===== config.mk =====
export PLATFORM = sky130hd
export DESIGN_NAME = j4_io
export DESIGN_NICKNAME = d
export VERILOG_FILES = /design/src/j4_io_pkg.sv /design/src/board_pins.sv /design/src/gpio_bank.sv /design/src/io_bus_stage.sv /design/src/io_read_mux.sv /design/src/j4_io.sv /design/src/task_table.sv
export VERILOG_INCLUDE_DIRS = /design/src /design/src/src
export SDC_FILE = /design/constraint.sdc
export NUM_CORES = 1
export LEC_CHECK = 0
export BUFFER_PORTS_ARGS = -buffer_cell sky130_fd_sc_hd__buf_2
export CAP_MARGIN = 20
export CELL_PAD_IN_SITES_DETAIL_PLACEMENT = 1
export CELL_PAD_IN_SITES_GLOBAL_PLACEMENT = 1
export CORE_MARGIN = 1.5
export CORE_UTILIZATION = 45
export DETAILED_ROUTE_END_ITERATION = 8
export GPL_TIMING_DRIVEN = 0
export PLACE_DENSITY_LB_ADDON = 0.08
export SLEW_MARGIN = 10
export SYNTH_ARGS = -nofsm -noshare
export SYNTH_HDL_FRONTEND = slang
export SYNTH_HIERARCHICAL = 1
export SYNTH_SLANG_ARGS = --single-unit

===== constraint.sdc =====
create_clock -name clk -period 5.3 [get_ports clk]
set_input_delay 0 -clock clk [delete_from_list [all_inputs] [get_ports clk]]
set_output_delay 0 -clock clk [all_outputs]
set_load 0.05 [all_outputs]

===== src/j4_io_cfg.svh =====
`ifndef J4_IO_CFG_SVH
`define J4_IO_CFG_SVH

// Bus geometry
`define IO_WORD_W 16          // Core data word
`define IO_SLOTS 4            // Barrel slots in the core

// One-hot address bit numbers
`define IO_PMOD_DATA 0        // PMOD pins, r/w
`define IO_PMOD_DIR 1         // PMOD direction, 1 is output
`define IO_LEDS 2             // LED register
`define IO_MISC_OUT 3         // Flash CS, MOSI, SCK
`define IO_HDR1_DATA 4        // Header 1 pins
`define IO_HDR1_DIR 5         // Header 1 direction
`define IO_HDR2_DATA 6        // Header 2 pins
`define IO_HDR2_DIR 7         // Header 2 direction
`define IO_TASK1 8            // Slot 1 task XT
`define IO_TASK2 9            // Slot 2 task XT
`define IO_TASK3 10           // Slot 3 task XT

// Bits 11 and 12 are unused in this build

`define IO_MISC_IN 13         // Misc inputs, read only
`define IO_TASK_FETCH 14      // Per-slot fetch, write kills slots
`define IO_SLOT_ID 15         // Issuing slot number

`endif


===== src/j4_io_pkg.sv =====
`include "j4_io_cfg.svh"

package j4_io_pkg;

  // Data word on the I/O bus
  typedef logic [`IO_WORD_W-1:0] io_word_t;

  // One-hot device select, same width as the address bus
  typedef logic [`IO_WORD_W-1:0] io_sel_t;

  // Number of the issuing slot
  typedef logic [$clog2(`IO_SLOTS)-1:0] slot_t;

  // Pin values or directions of one byte-wide bank
  typedef logic [7:0] port_byte_t;

  // Flash SCK, MOSI and CS outputs
  typedef logic [2:0] misc_out_t;

  // One reset request bit per slot
  typedef logic [`IO_SLOTS-1:0] kill_mask_t;

endpackage


===== src/board_pins.sv =====
`timescale 1ns/100ps

module board_pins (
  input  logic                  clk,
  input  logic                  resetq,
  input  logic                  led_we,     // LED register write
  input  logic                  misc_we,    // Misc-out register write
  input  j4_io_pkg::port_byte_t wdata,      // Low byte of bus data
  output j4_io_pkg::port_byte_t leds,       // LED drive, 1 lights
  output j4_io_pkg::misc_out_t  misc_out    // {SCK, MOSI, CS}
);

  j4_io_pkg::port_byte_t led_q;
  j4_io_pkg::misc_out_t  misc_q;

  // LED register
  always_ff @(posedge clk) begin
    if (!resetq) begin
      led_q <= '0;                          // All off
    end else if (led_we) begin
      led_q <= wdata;
    end
  end

  // Flash control lines
  // Bit 0 is CS, bit 1 MOSI, bit 2 SCK
  always_ff @(posedge clk) begin
    if (!resetq) begin
      misc_q <= '0;
    end else if (misc_we) begin
      misc_q <= wdata[2:0];                 // Upper bits ignored
    end
  end

  // Registered values go to pins and to reads
  assign leds     = led_q;
  assign misc_out = misc_q;

  // Flash MISO comes in at the top
  // The read mux places it in misc.in

endmodule


===== src/gpio_bank.sv =====
`timescale 1ns/100ps

module gpio_bank (
  input  logic                  clk,
  input  logic                  resetq,
  input  logic                  data_we,    // Write output register
  input  logic                  dir_we,     // Write direction register
  input  j4_io_pkg::port_byte_t wdata,      // Low byte of bus data
  input  j4_io_pkg::port_byte_t pins_in,    // Pad input values
  output j4_io_pkg::port_byte_t pins_out,   // Pad output values
  output j4_io_pkg::port_byte_t pins_oe,    // Pad output enables
  output j4_io_pkg::port_byte_t dir         // Direction readback
);

  j4_io_pkg::port_byte_t out_q;             // Output register
  j4_io_pkg::port_byte_t dir_q;             // 1 drives the pin

  // Output register
  always_ff @(posedge clk) begin
    if (!resetq) begin
      out_q <= '0;
    end else if (data_we) begin
      out_q <= wdata;
    end
  end

  // Direction register, all inputs after reset
  always_ff @(posedge clk) begin
    if (!resetq) begin
      dir_q <= '0;
    end else if (dir_we) begin
      dir_q <= wdata;
    end
  end

  // Pad drive
  assign pins_out = out_q;
  assign pins_oe  = dir_q;                  // Enable follows direction bit by bit

  // Direction reads back as stored
  assign dir = dir_q;

  // Pin reads bypass this block
  // The top feeds pins_in straight to the read mux

endmodule


===== src/io_bus_stage.sv =====
`timescale 1ns/100ps
`include "j4_io_cfg.svh"

module io_bus_stage (
  input  logic                clk,
  input  logic                resetq,
  input  logic                io_rd,        // Read strobe from core
  input  logic                io_wr,        // Write strobe from core
  input  j4_io_pkg::io_word_t mem_addr,     // One-hot address
  input  j4_io_pkg::io_word_t dout,         // Write data
  input  j4_io_pkg::slot_t    io_slot,      // Issuing slot
  output logic                rd_q,
  output logic                wr_q,
  output j4_io_pkg::io_sel_t  sel_q,        // Gated, delayed address
  output j4_io_pkg::io_word_t wdata_q,
  output j4_io_pkg::slot_t    slot_q
);

  // Strobes and address, cleared on reset
  always_ff @(posedge clk) begin
    if (!resetq) begin
      rd_q  <= 1'b0;
      wr_q  <= 1'b0;
      sel_q <= {`IO_WORD_W{1'b0}};
    end else begin
      rd_q <= io_rd;
      wr_q <= io_wr;
      if (io_rd || io_wr) begin
        sel_q <= mem_addr;                  // Real access only
      end else begin
        sel_q <= {`IO_WORD_W{1'b0}};        // Idle cycle selects nothing
      end
    end
  end

  // Payload follows the strobes by one cycle
  always_ff @(posedge clk) begin
    wdata_q <= dout;
    slot_q  <= io_slot;                     // Needed by fetch and slot ID reads
  end

endmodule


===== src/io_read_mux.sv =====
`timescale 1ns/100ps
`include "j4_io_cfg.svh"

module io_read_mux (
  input  j4_io_pkg::io_sel_t    sel_q,        // Stage one-hot address
  input  j4_io_pkg::port_byte_t pmod_in,
  input  j4_io_pkg::port_byte_t pmod_dir,
  input  j4_io_pkg::port_byte_t hdr1_in,
  input  j4_io_pkg::port_byte_t hdr1_dir,
  input  j4_io_pkg::port_byte_t hdr2_in,
  input  j4_io_pkg::port_byte_t hdr2_dir,
  input  j4_io_pkg::port_byte_t leds,
  input  j4_io_pkg::misc_out_t  misc_out,
  input  logic                  flash_miso,
  input  j4_io_pkg::io_word_t   task1,
  input  j4_io_pkg::io_word_t   task2,
  input  j4_io_pkg::io_word_t   task3,
  input  j4_io_pkg::io_word_t   task_fetch,
  input  j4_io_pkg::slot_t      slot_q,
  output j4_io_pkg::io_word_t   io_din        // Read word to the core
);

  j4_io_pkg::io_word_t misc_in;               // Misc input word

  // UART flags in bits 0 and 1 are gone, random bit 4 reads zero
  assign misc_in = j4_io_pkg::io_word_t'({flash_miso, 2'b00});

  // OR of every selected source
  // Idle cycles select nothing and read zero
  always_comb begin
    io_din = '0;
    if (sel_q[`IO_PMOD_DATA]) io_din |= j4_io_pkg::io_word_t'(pmod_in);
    if (sel_q[`IO_PMOD_DIR])  io_din |= j4_io_pkg::io_word_t'(pmod_dir);
    if (sel_q[`IO_LEDS])      io_din |= j4_io_pkg::io_word_t'(leds);
    if (sel_q[`IO_MISC_OUT])  io_din |= j4_io_pkg::io_word_t'(misc_out);
    if (sel_q[`IO_HDR1_DATA]) io_din |= j4_io_pkg::io_word_t'(hdr1_in);
    if (sel_q[`IO_HDR1_DIR])  io_din |= j4_io_pkg::io_word_t'(hdr1_dir);
    if (sel_q[`IO_HDR2_DATA]) io_din |= j4_io_pkg::io_word_t'(hdr2_in);
    if (sel_q[`IO_HDR2_DIR])  io_din |= j4_io_pkg::io_word_t'(hdr2_dir);
    if (sel_q[`IO_TASK1])     io_din |= task1;
    if (sel_q[`IO_TASK2])     io_din |= task2;
    if (sel_q[`IO_TASK3])     io_din |= task3;
    if (sel_q[`IO_MISC_IN])   io_din |= misc_in;
    if (sel_q[`IO_TASK_FETCH]) io_din |= task_fetch;  // Already slot dependent
    if (sel_q[`IO_SLOT_ID])   io_din |= j4_io_pkg::io_word_t'(slot_q);
  end

endmodule


===== src/j4_io.sv =====
`timescale 1ns/100ps
`include "j4_io_cfg.svh"

module j4_io (
  input  logic                  clk,
  input  logic                  resetq,
  input  logic                  io_rd,        // Core read strobe
  input  logic                  io_wr,        // Core write strobe
  input  logic                  flash_miso,
  input  j4_io_pkg::io_word_t   mem_addr,     // One-hot I/O address
  input  j4_io_pkg::io_word_t   dout,         // Core write data
  input  j4_io_pkg::slot_t      io_slot,
  input  j4_io_pkg::port_byte_t pmod_in,
  input  j4_io_pkg::port_byte_t hdr1_in,
  input  j4_io_pkg::port_byte_t hdr2_in,
  output j4_io_pkg::io_word_t   io_din,       // Read data, stage cycle
  output j4_io_pkg::kill_mask_t kill_slot_rq,
  output j4_io_pkg::port_byte_t pmod_out,
  output j4_io_pkg::port_byte_t pmod_oe,
  output j4_io_pkg::port_byte_t hdr1_out,
  output j4_io_pkg::port_byte_t hdr1_oe,
  output j4_io_pkg::port_byte_t hdr2_out,
  output j4_io_pkg::port_byte_t hdr2_oe,
  output j4_io_pkg::port_byte_t leds,
  output j4_io_pkg::misc_out_t  misc_out
);

  logic                  rd_q;
  logic                  wr_q;
  j4_io_pkg::io_sel_t    sel_q;
  j4_io_pkg::io_word_t   wdata_q;
  j4_io_pkg::slot_t      slot_q;
  j4_io_pkg::port_byte_t wbyte;               // Byte devices take the low byte
  j4_io_pkg::port_byte_t pmod_dir;
  j4_io_pkg::port_byte_t hdr1_dir;
  j4_io_pkg::port_byte_t hdr2_dir;
  j4_io_pkg::io_word_t   task1;
  j4_io_pkg::io_word_t   task2;
  j4_io_pkg::io_word_t   task3;
  j4_io_pkg::io_word_t   task_fetch;

  assign wbyte = wdata_q[7:0];

  io_bus_stage u_stage (
    .clk(clk), .resetq(resetq),
    .io_rd(io_rd), .io_wr(io_wr), .mem_addr(mem_addr), .dout(dout), .io_slot(io_slot),
    .rd_q(rd_q), .wr_q(wr_q), .sel_q(sel_q), .wdata_q(wdata_q), .slot_q(slot_q)
  );

  // Three identical byte ports
  gpio_bank u_pmod (
    .clk(clk), .resetq(resetq),
    .data_we(wr_q & sel_q[`IO_PMOD_DATA]), .dir_we(wr_q & sel_q[`IO_PMOD_DIR]),
    .wdata(wbyte), .pins_in(pmod_in),
    .pins_out(pmod_out), .pins_oe(pmod_oe), .dir(pmod_dir)
  );

  gpio_bank u_hdr1 (
    .clk(clk), .resetq(resetq),
    .data_we(wr_q & sel_q[`IO_HDR1_DATA]), .dir_we(wr_q & sel_q[`IO_HDR1_DIR]),
    .wdata(wbyte), .pins_in(hdr1_in),
    .pins_out(hdr1_out), .pins_oe(hdr1_oe), .dir(hdr1_dir)
  );

  gpio_bank u_hdr2 (
    .clk(clk), .resetq(resetq),
    .data_we(wr_q & sel_q[`IO_HDR2_DATA]), .dir_we(wr_q & sel_q[`IO_HDR2_DIR]),
    .wdata(wbyte), .pins_in(hdr2_in),
    .pins_out(hdr2_out), .pins_oe(hdr2_oe), .dir(hdr2_dir)
  );

  board_pins u_pins (
    .clk(clk), .resetq(resetq),
    .led_we(wr_q & sel_q[`IO_LEDS]), .misc_we(wr_q & sel_q[`IO_MISC_OUT]),
    .wdata(wbyte), .leds(leds), .misc_out(misc_out)
  );

  // Task XTs, fetch and slot kill
  task_table u_tasks (
    .clk(clk), .resetq(resetq),
    .rd_q(rd_q), .wr_q(wr_q), .sel_q(sel_q), .wdata_q(wdata_q), .slot_q(slot_q),
    .task1(task1), .task2(task2), .task3(task3), .task_fetch(task_fetch),
    .kill_slot_rq(kill_slot_rq)
  );

  // Pin reads come straight from the pads
  io_read_mux u_rmux (
    .sel_q(sel_q),
    .pmod_in(pmod_in), .pmod_dir(pmod_dir),
    .hdr1_in(hdr1_in), .hdr1_dir(hdr1_dir),
    .hdr2_in(hdr2_in), .hdr2_dir(hdr2_dir),
    .leds(leds), .misc_out(misc_out), .flash_miso(flash_miso),
    .task1(task1), .task2(task2), .task3(task3), .task_fetch(task_fetch),
    .slot_q(slot_q), .io_din(io_din)
  );

endmodule


===== src/task_table.sv =====
`timescale 1ns/100ps
`include "j4_io_cfg.svh"

module task_table (
  input  logic                  clk,
  input  logic                  resetq,
  input  logic                  rd_q,         // Stage read strobe
  input  logic                  wr_q,         // Stage write strobe
  input  j4_io_pkg::io_sel_t    sel_q,        // Stage one-hot address
  input  j4_io_pkg::io_word_t   wdata_q,      // Stage write data
  input  j4_io_pkg::slot_t      slot_q,       // Stage issuing slot
  output j4_io_pkg::io_word_t   task1,        // Slot 1 entry
  output j4_io_pkg::io_word_t   task2,        // Slot 2 entry
  output j4_io_pkg::io_word_t   task3,        // Slot 3 entry
  output j4_io_pkg::io_word_t   task_fetch,   // Entry of the issuing slot
  output j4_io_pkg::kill_mask_t kill_slot_rq  // Slot reset request pulse
);

  // Entry n-1 belongs to slot n, slot 0 has none
  j4_io_pkg::io_word_t entry [3];

  logic fetch_rd;                             // Fetch read from a task slot
  logic kill_wr;                              // Write to the fetch address
  j4_io_pkg::slot_t idx;                      // Entry index of the slot

  assign fetch_rd = rd_q && sel_q[`IO_TASK_FETCH] && (slot_q != 2'd0);
  assign kill_wr  = wr_q && sel_q[`IO_TASK_FETCH];
  assign idx      = slot_q - 2'd1;            // Wraps for slot 0, never used then

  // Entries and kill pulse
  always_ff @(posedge clk) begin
    if (!resetq) begin
      for (int n = 0; n < 3; n++) begin
        entry[n] <= '0;                       // Every slot idles after reset
      end
      kill_slot_rq <= '0;
    end else begin
      // One cycle only, then back to zero
      kill_slot_rq <= kill_wr ? wdata_q[`IO_SLOTS-1:0] : '0;

      if (wr_q) begin
        // Any slot may set any entry
        for (int n = 0; n < 3; n++) begin
          if (sel_q[`IO_TASK1 + n]) begin
            entry[n] <= wdata_q;              // Whole word, bit 0 included
          end
        end
      end else if (fetch_rd) begin
        // Bit 0 marks a run-once XT
        if (entry[idx][0]) begin
          entry[idx] <= '0;
        end
      end
    end
  end

  // Fetch value depends on the slot asking
  always_comb begin
    if (slot_q == 2'd0) begin
      task_fetch = '0;                        // Slot 0 runs from zero
    end else begin
      task_fetch = {entry[idx][`IO_WORD_W-1:1], 1'b0};  // Valid XTs are even
    end
  end

  // Raw entries for readback
  assign task1 = entry[0];
  assign task2 = entry[1];
  assign task3 = entry[2];

endmodule


==> results.json, run 1 <==
{
  "status": "complete, no violations",
  "hold_path.class": "in -> reg",
  "setup_slack_ns": 1.19,
  "dp_hpwl_um": 16800,
  "htreeDepth": 4,
  "core-area_mm2": 0.0146,
  "routed_wl_um": 25100,
  "num_io_pins": 142,
  "rr_startpoint": "u_stage/slot_q[0]",
  "die-area_mm2": 0.0157,
  "vias_per_cell": 5.98,
  "avgSynthCellArea_um2": 10.0,
  "die_h_um": 125,
  "rsz0062_at_grt": "no",
  "min_period_ns": 4.11,
  "ant_nets": 0,
  "area_growth_pct": 30.0,
  "cp_max_fo": 10,
  "powerDensity_mw_per_mm2": 316,
  "routabilityCongestion": 0.887,
  "critical_path_class": "reg -> out",
  "io_buffers": 137,
  "clock_path_buffers": 2,
  "hold_violations": 0,
  "hold_path_end": "u_hdr2/pins_out[7]",
  "grt_max_degree": 28,
  "pre_cts_ws_ns": 1.75,
  "reg2reg_depth": 10,
  "worst_pin_slew_ns": 0.867,
  "finalSetupViolations": 0,
  "drt_iter0_drc": 689,
  "ir_drop_v": 0.000214,
  "syn_nets": 738,
  "timing.reg2reg.setup_slack_ns": 2.20,
  "start_kind": "flip-flop",
  "arrival_ns": 4.11,
  "vias": 6413,
  "synthCells": 671,
  "syn_area_mm2": 0.00674,
  "drive_gt1_share_pct": 30.2,
  "max_slew_margin_pct": 42.2,
  "power_leakage_nw": 3.60,
  "endpoint_kind": "output pin",
  "cap_violations": 0,
  "skew_ns": 0.0135,
  "maxSlewViolCount": 0,
  "cts_resized": 0,
  "cts_root_buf": "clkbuf_16",
  "fin_util_pct": 60.1,
  "worstPathRequired_ns": 5.30,
  "cts_buffers": 17,
  "grt.overflow.total": 0,
  "cts_tree": "built",
  "std_cell_rows": 44,
  "fmax_mhz": 243,
  "setup_tns_ns": 0,
  "route.detailed.drc": 0,
  "period_share_pct": 77.5,
  "hp-start": "resetq",
  "antenna_found_initial": 0,
  "reg2reg_to": "u_tasks/entry[2][9]",
  "track_usage_pct": 32.2,
  "diodes": 0,
  "nets": 942,
  "first_pass_iters": 5,
  "holdPathStages": 2,
  "clk_pin_slew_ns": 0.06,
  "worstSkewPairLatency_ns": 0.43,
  "ys_warn_count": 6,
  "clock-sinks": 145,
  "routedWlPerCell_um": 23.4,
  "initial_core_util_pct": 46.2,
  "die-width_um": 125,
  "grt_pass1_vias": 6816,
  "grt_pass1_wl_um": 38900
}
-- layer usage --
| metal | global-route usage, % | vias up | share of wire (%) |
|---|---|---|---|
| li1 | - | 2850 | - |
| met1 | 39.7 | 3201 | 41 |
| met2 | 54.9 | 308 | 49 |
| met3 | 6.93 | 54 | 7.5 |
| met4 | 12.8 | 0 | 2.8 |
| met5 | 0 | - | 0 |
-- worst max path at each step --
stage / startpoint / end / slack [ns] / cells past startpoint
CTS: u_stage/slot_q[0] / io_din[7] / 1.27 / 13
finish: u_stage/slot_q[0] / io_din[7] / 1.19 / 13
global route: u_stage/slot_q[0] / io_din[7] / 1.07 / 13
detailed placement: u_stage/slot_q[0] / io_din[7] / 1.75 / 13
global placement: u_stage/slot_q[0] / io_din[7] / 1.80 / 13
floorplan: u_stage/slot_q[0] / io_din[2] / 2.45 / 11
-- area by class of cell --
| class | instances | area [um^2] |
|---|---|---|
| Buffer | 94 | 606 |
| Clock buffer | 19 | 443 |
| Clock inverter | 13 | 184 |
| Fill cell | 1634 | 5830 |
| Inverter | 3 | 11.3 |
| Multi-Input combinational cell | 429 | 3220 |
| Sequential cell | 145 | 2900 |
| Tap cell | 184 | 230 |
| Timing Repair Buffer | 185 | 1170 |
-- critical path: stages (launching register included) --
cell and delay (ns):
dfxtp_1 0.42, buf_2 0.30, buf_1 0.51, inv_1 0.14
ha_1 0.31, buf_2 0.24, nor2b_1 0.51, buf_2 0.37
a22oi_1 0.14, nor2_1 0.15, a221oi_2 0.07, and3_1 0.17
nand2_1 0.09, buf_2 0.28
-- power by group --
group | internal [mW] | switching, mW
Sequential | 1.12 | 0.0413
Clock | 0.801 | 0.483
Combinational | 0.121 | 0.206
-- repair_timing --
action                                 in CTS  in global routing
hold buffers                               48                  0
buffers inserted                            0                  0
endpoints found under the hold margin      34                  0
-- cell usage in the layout (no fill, tap or decap), drive strengths merged, types with 8 or more instances in the layout --
cell type    count
dfxtp          145
nor2            15
a222oi           8
mux2            15
nand2           63
a22o            11
nor2b           60
nand3           54
and2            14
o211a           14
mux2i           59
a221oi          62
dlygate4sd3     48
clkbuf          49
buf            201
a22oi           41
-- sequential cells by signal, indices dropped and copies added (netlist names), 3 cells and up --
register,flops
u_hdr2/pins_out,8
u_hdr1/dir,8
u_stage/wdata_q,16
u_stage/sel_q,14
u_hdr2/dir,8
u_pmod/pins_out,8
u_tasks/entry,48
u_pins/misc_out,3
u_pmod/dir,8
u_tasks/kill_slot_rq,4
u_hdr1/pins_out,8
u_pins/leds,8
-- per-stage QoR --
step	instances	total power, mW	instance area, um^2	hold WS (ns)
floorplan	671	1.36	6740	0.0277
finish	1072	2.77	8760	0.112
global route	1072	2.86	8760	0.107
detailed placement	992	1.47	7660	0.104
CTS	1072	2.78	8760	0.108
global placement	992	1.46	7660	0.102
(Power assumes the default switching activity.)
==> run 2, diff against run 1 <==
--- a/config.mk
+++ b/config.mk
@@ -11,7 +11,7 @@
 export CELL_PAD_IN_SITES_DETAIL_PLACEMENT = 1
 export CELL_PAD_IN_SITES_GLOBAL_PLACEMENT = 1
 export CORE_MARGIN = 1.5
-export CORE_UTILIZATION = 45
+export CORE_UTILIZATION = 38
 export DETAILED_ROUTE_END_ITERATION = 8
 export GPL_TIMING_DRIVEN = 0
 export PLACE_DENSITY_LB_ADDON = 0.08
==> constraint.sdc (replaced) <==
create_clock -name clk -period 3.75 [get_ports clk]
set_input_delay 0 -clock clk [delete_from_list [all_inputs] [get_ports clk]]
set_output_delay 0 -clock clk [all_outputs]
set_load 0.05 [all_outputs]
==> run 2 against run 1 <==
  * Clock skew shrank 0.0081 ns
  * Largest cell class unchanged
  * Final cell count grew 3.8%
  * Power grew 42%
  * Sequential cell count is the same
  * Via count shrank 2.3%
==> results.json, run 2 (synthesis results as in run 1) <==
{
  "worst_pin_slew_ns": 0.812,
  "post_cts.repair.setup_buffers": 0,
  "crit_start": "u_stage/slot_q[0]",
  "hold_path.class": "in -> reg",
  "grt-busiest-layer": "met2",
  "first_pass_iters": 5,
  "grt.overflow.total": 0,
  "cts_root_buf": "clkbuf_16",
  "die-area_mm2": 0.0185,
  "std_cell_rows": 48,
  "final_cell_mix": "buf_2 (151), dfxtp_1 (145), nand2_1 (63)",
  "ir_drop_v": 0.000306,
  "nets": 942,
  "met1_usage_pct": 35.8,
  "maxSlewViolCount": 0,
  "rr_startpoint": "u_stage/slot_q[0]",
  "clock_path_buffers": 2,
  "die-width_um": 136,
  "powerDensity_mw_per_mm2": 445,
  "final_common_cell": "buf_2",
  "io_buffers": 137,
  "routed_wl_um": 24600,
  "fin_cells": 1113,
  "track_usage_pct": 27.5,
  "max_slew_margin_pct": 45.9,
  "setup_tns_ns": 0,
  "drt_iter0_drc": 513,
  "whs_ns": 0.135,
  "htreeDepth": 4,
  "area_growth_pct": 31.3,
  "routabilityCongestion": 0.892,
  "clock-sinks": 145,
  "power_leakage_nw": 3.62,
  "cts_buffers": 17,
  "cts_tree": "built",
  "fin_util_pct": 51.2,
  "endpoint": "io_din[7]",
  "reg2reg_to": "u_tasks/entry[2][12]",
  "worstSkewPairLatency_ns": 0.42,
  "reg2reg_depth": 10,
  "initial_core_util_pct": 39.0,
  "core-area_mm2": 0.0173,
  "die_h_um": 136,
  "routedWlPerCell_um": 22.1,
  "grt_max_degree": 28,
  "reg.largest.list": "u_tasks/entry: 48 flops, u_stage/wdata_q: 16 flops, u_stage/sel_q: 14 flops",
  "vias": 6267,
  "arrival_ns": 3.56,
  "pre_cts_ws_ns": 0.120,
  "regMostFlops": "u_tasks/entry",
  "clk_pin_slew_ns": 0.06,
  "worstPathRequired_ns": 3.75,
  "grt_pass1_wl_um": 37800,
  "met2_usage_pct": 44.6,
  "use_met3_pct": 6.04,
  "fin_area_mm2": 0.00885,
  "antenna_found_initial": 2,
  "endpoint_kind": "output pin",
  "status": "complete, no violations",
  "ant_nets": 0,
  "critical_path_class": "reg -> out",
  "cp_max_fo": 10,
  "drive_gt1_share_pct": 30.4,
  "min_period_ns": 3.56,
  "fmax_mhz": 281,
  "hold_violations": 0,
  "route.detailed.drc": 0,
  "dp_hpwl_um": 17300,
  "skew_ns": 0.00541,
  "timing.reg2reg.setup_slack_ns": 1.00,
  "finalPower_mw": 3.94,
  "start_kind": "flip-flop",
  "vias_per_cell": 5.63,
  "place_area_mm2": 0.00771,
  "largest_reg_flops": 48,
  "cap_violations": 0,
  "setup_slack_ns": 0.195,
  "num_io_pins": 142,
  "finalSetupViolations": 0,
  "grt_pass1_vias": 6570,
  "dp.cells": 1033,
  "period_share_pct": 94.8
}
run 2: cell types whose count changed in the layout (fill, tap and decap cells not counted), sizes merged:
| cell | before | now |
|---|---|---|
| inv | 5 | 4 |
| diode | 0 | 2 |
| clkbuf | 49 | 52 |
| buf | 201 | 200 |
| clkinvlp | 3 | 2 |
| clkinv | 4 | 2 |
run 2: where the power goes:
group	internal, mW	total (mW)	leakage (nW)	switching, mW
clock	1.18	1.84	0.307	0.661
sequential	1.58	1.64	1.18	0.0569
combinational	0.174	0.461	2.13	0.287
total	2.93	3.94	3.62	1.01
run 2: routing by layer:
layer	vias up	routed length, um
li1	2849	-
met1	3106	10900
met2	253	11500
met3	59	1530
met4	0	688
met5	-	0
run 2: critical path: stages (launching register included):
cell and delay (ns):
dfxtp_1 0.42, buf_4 0.26, clkbuf_4 0.27, inv_1 0.09, ha_1 0.28, buf_2 0.25
buf_6 0.22, mux2_2 0.35, a22oi_1 0.16, nor2_1 0.08, a221oi_2 0.24, and3_1 0.19
nand2_1 0.09, buf_2 0.24
run 2: timing repair:
| item | in CTS | in global routing |
|---|---|---|
| setup endpoints to repair | 10 | 7 |
| pin swaps | 0 | 0 |
| hold buffers | 48 | 0 |
| resized for setup | 3 | 5 |
| endpoints found under the hold margin | 34 | 0 |
run 2: worst min path at each step:
| stage | endpoint | depth (start not counted) | startpoint |
|---|---|---|---|
| after global routing | u_hdr2/pins_out[5] | 2 | resetq |
| after global placement | u_stage/wdata_q[8] | 1 | dout[8] |
| after floorplan | u_stage/slot_q[0] | 0 | io_slot[0] |
| after CTS | u_hdr2/pins_out[7] | 2 | resetq |
| after detailed placement | u_stage/wdata_q[1] | 1 | dout[1] |
| final | u_hdr2/pins_out[7] | 2 | resetq |
run 2: area by class of cell:
cell class                 count  area (um^2)
antenna                        2         5.00
buffer                        94          618
clock buffer                  21          480
clock inverter                 9          154
fill                        1987         8450
inverter                       3         11.3
multi-input combinational    429         3230
sequential                   145         2900
tap                          225          282
timing repair buffer         185         1170
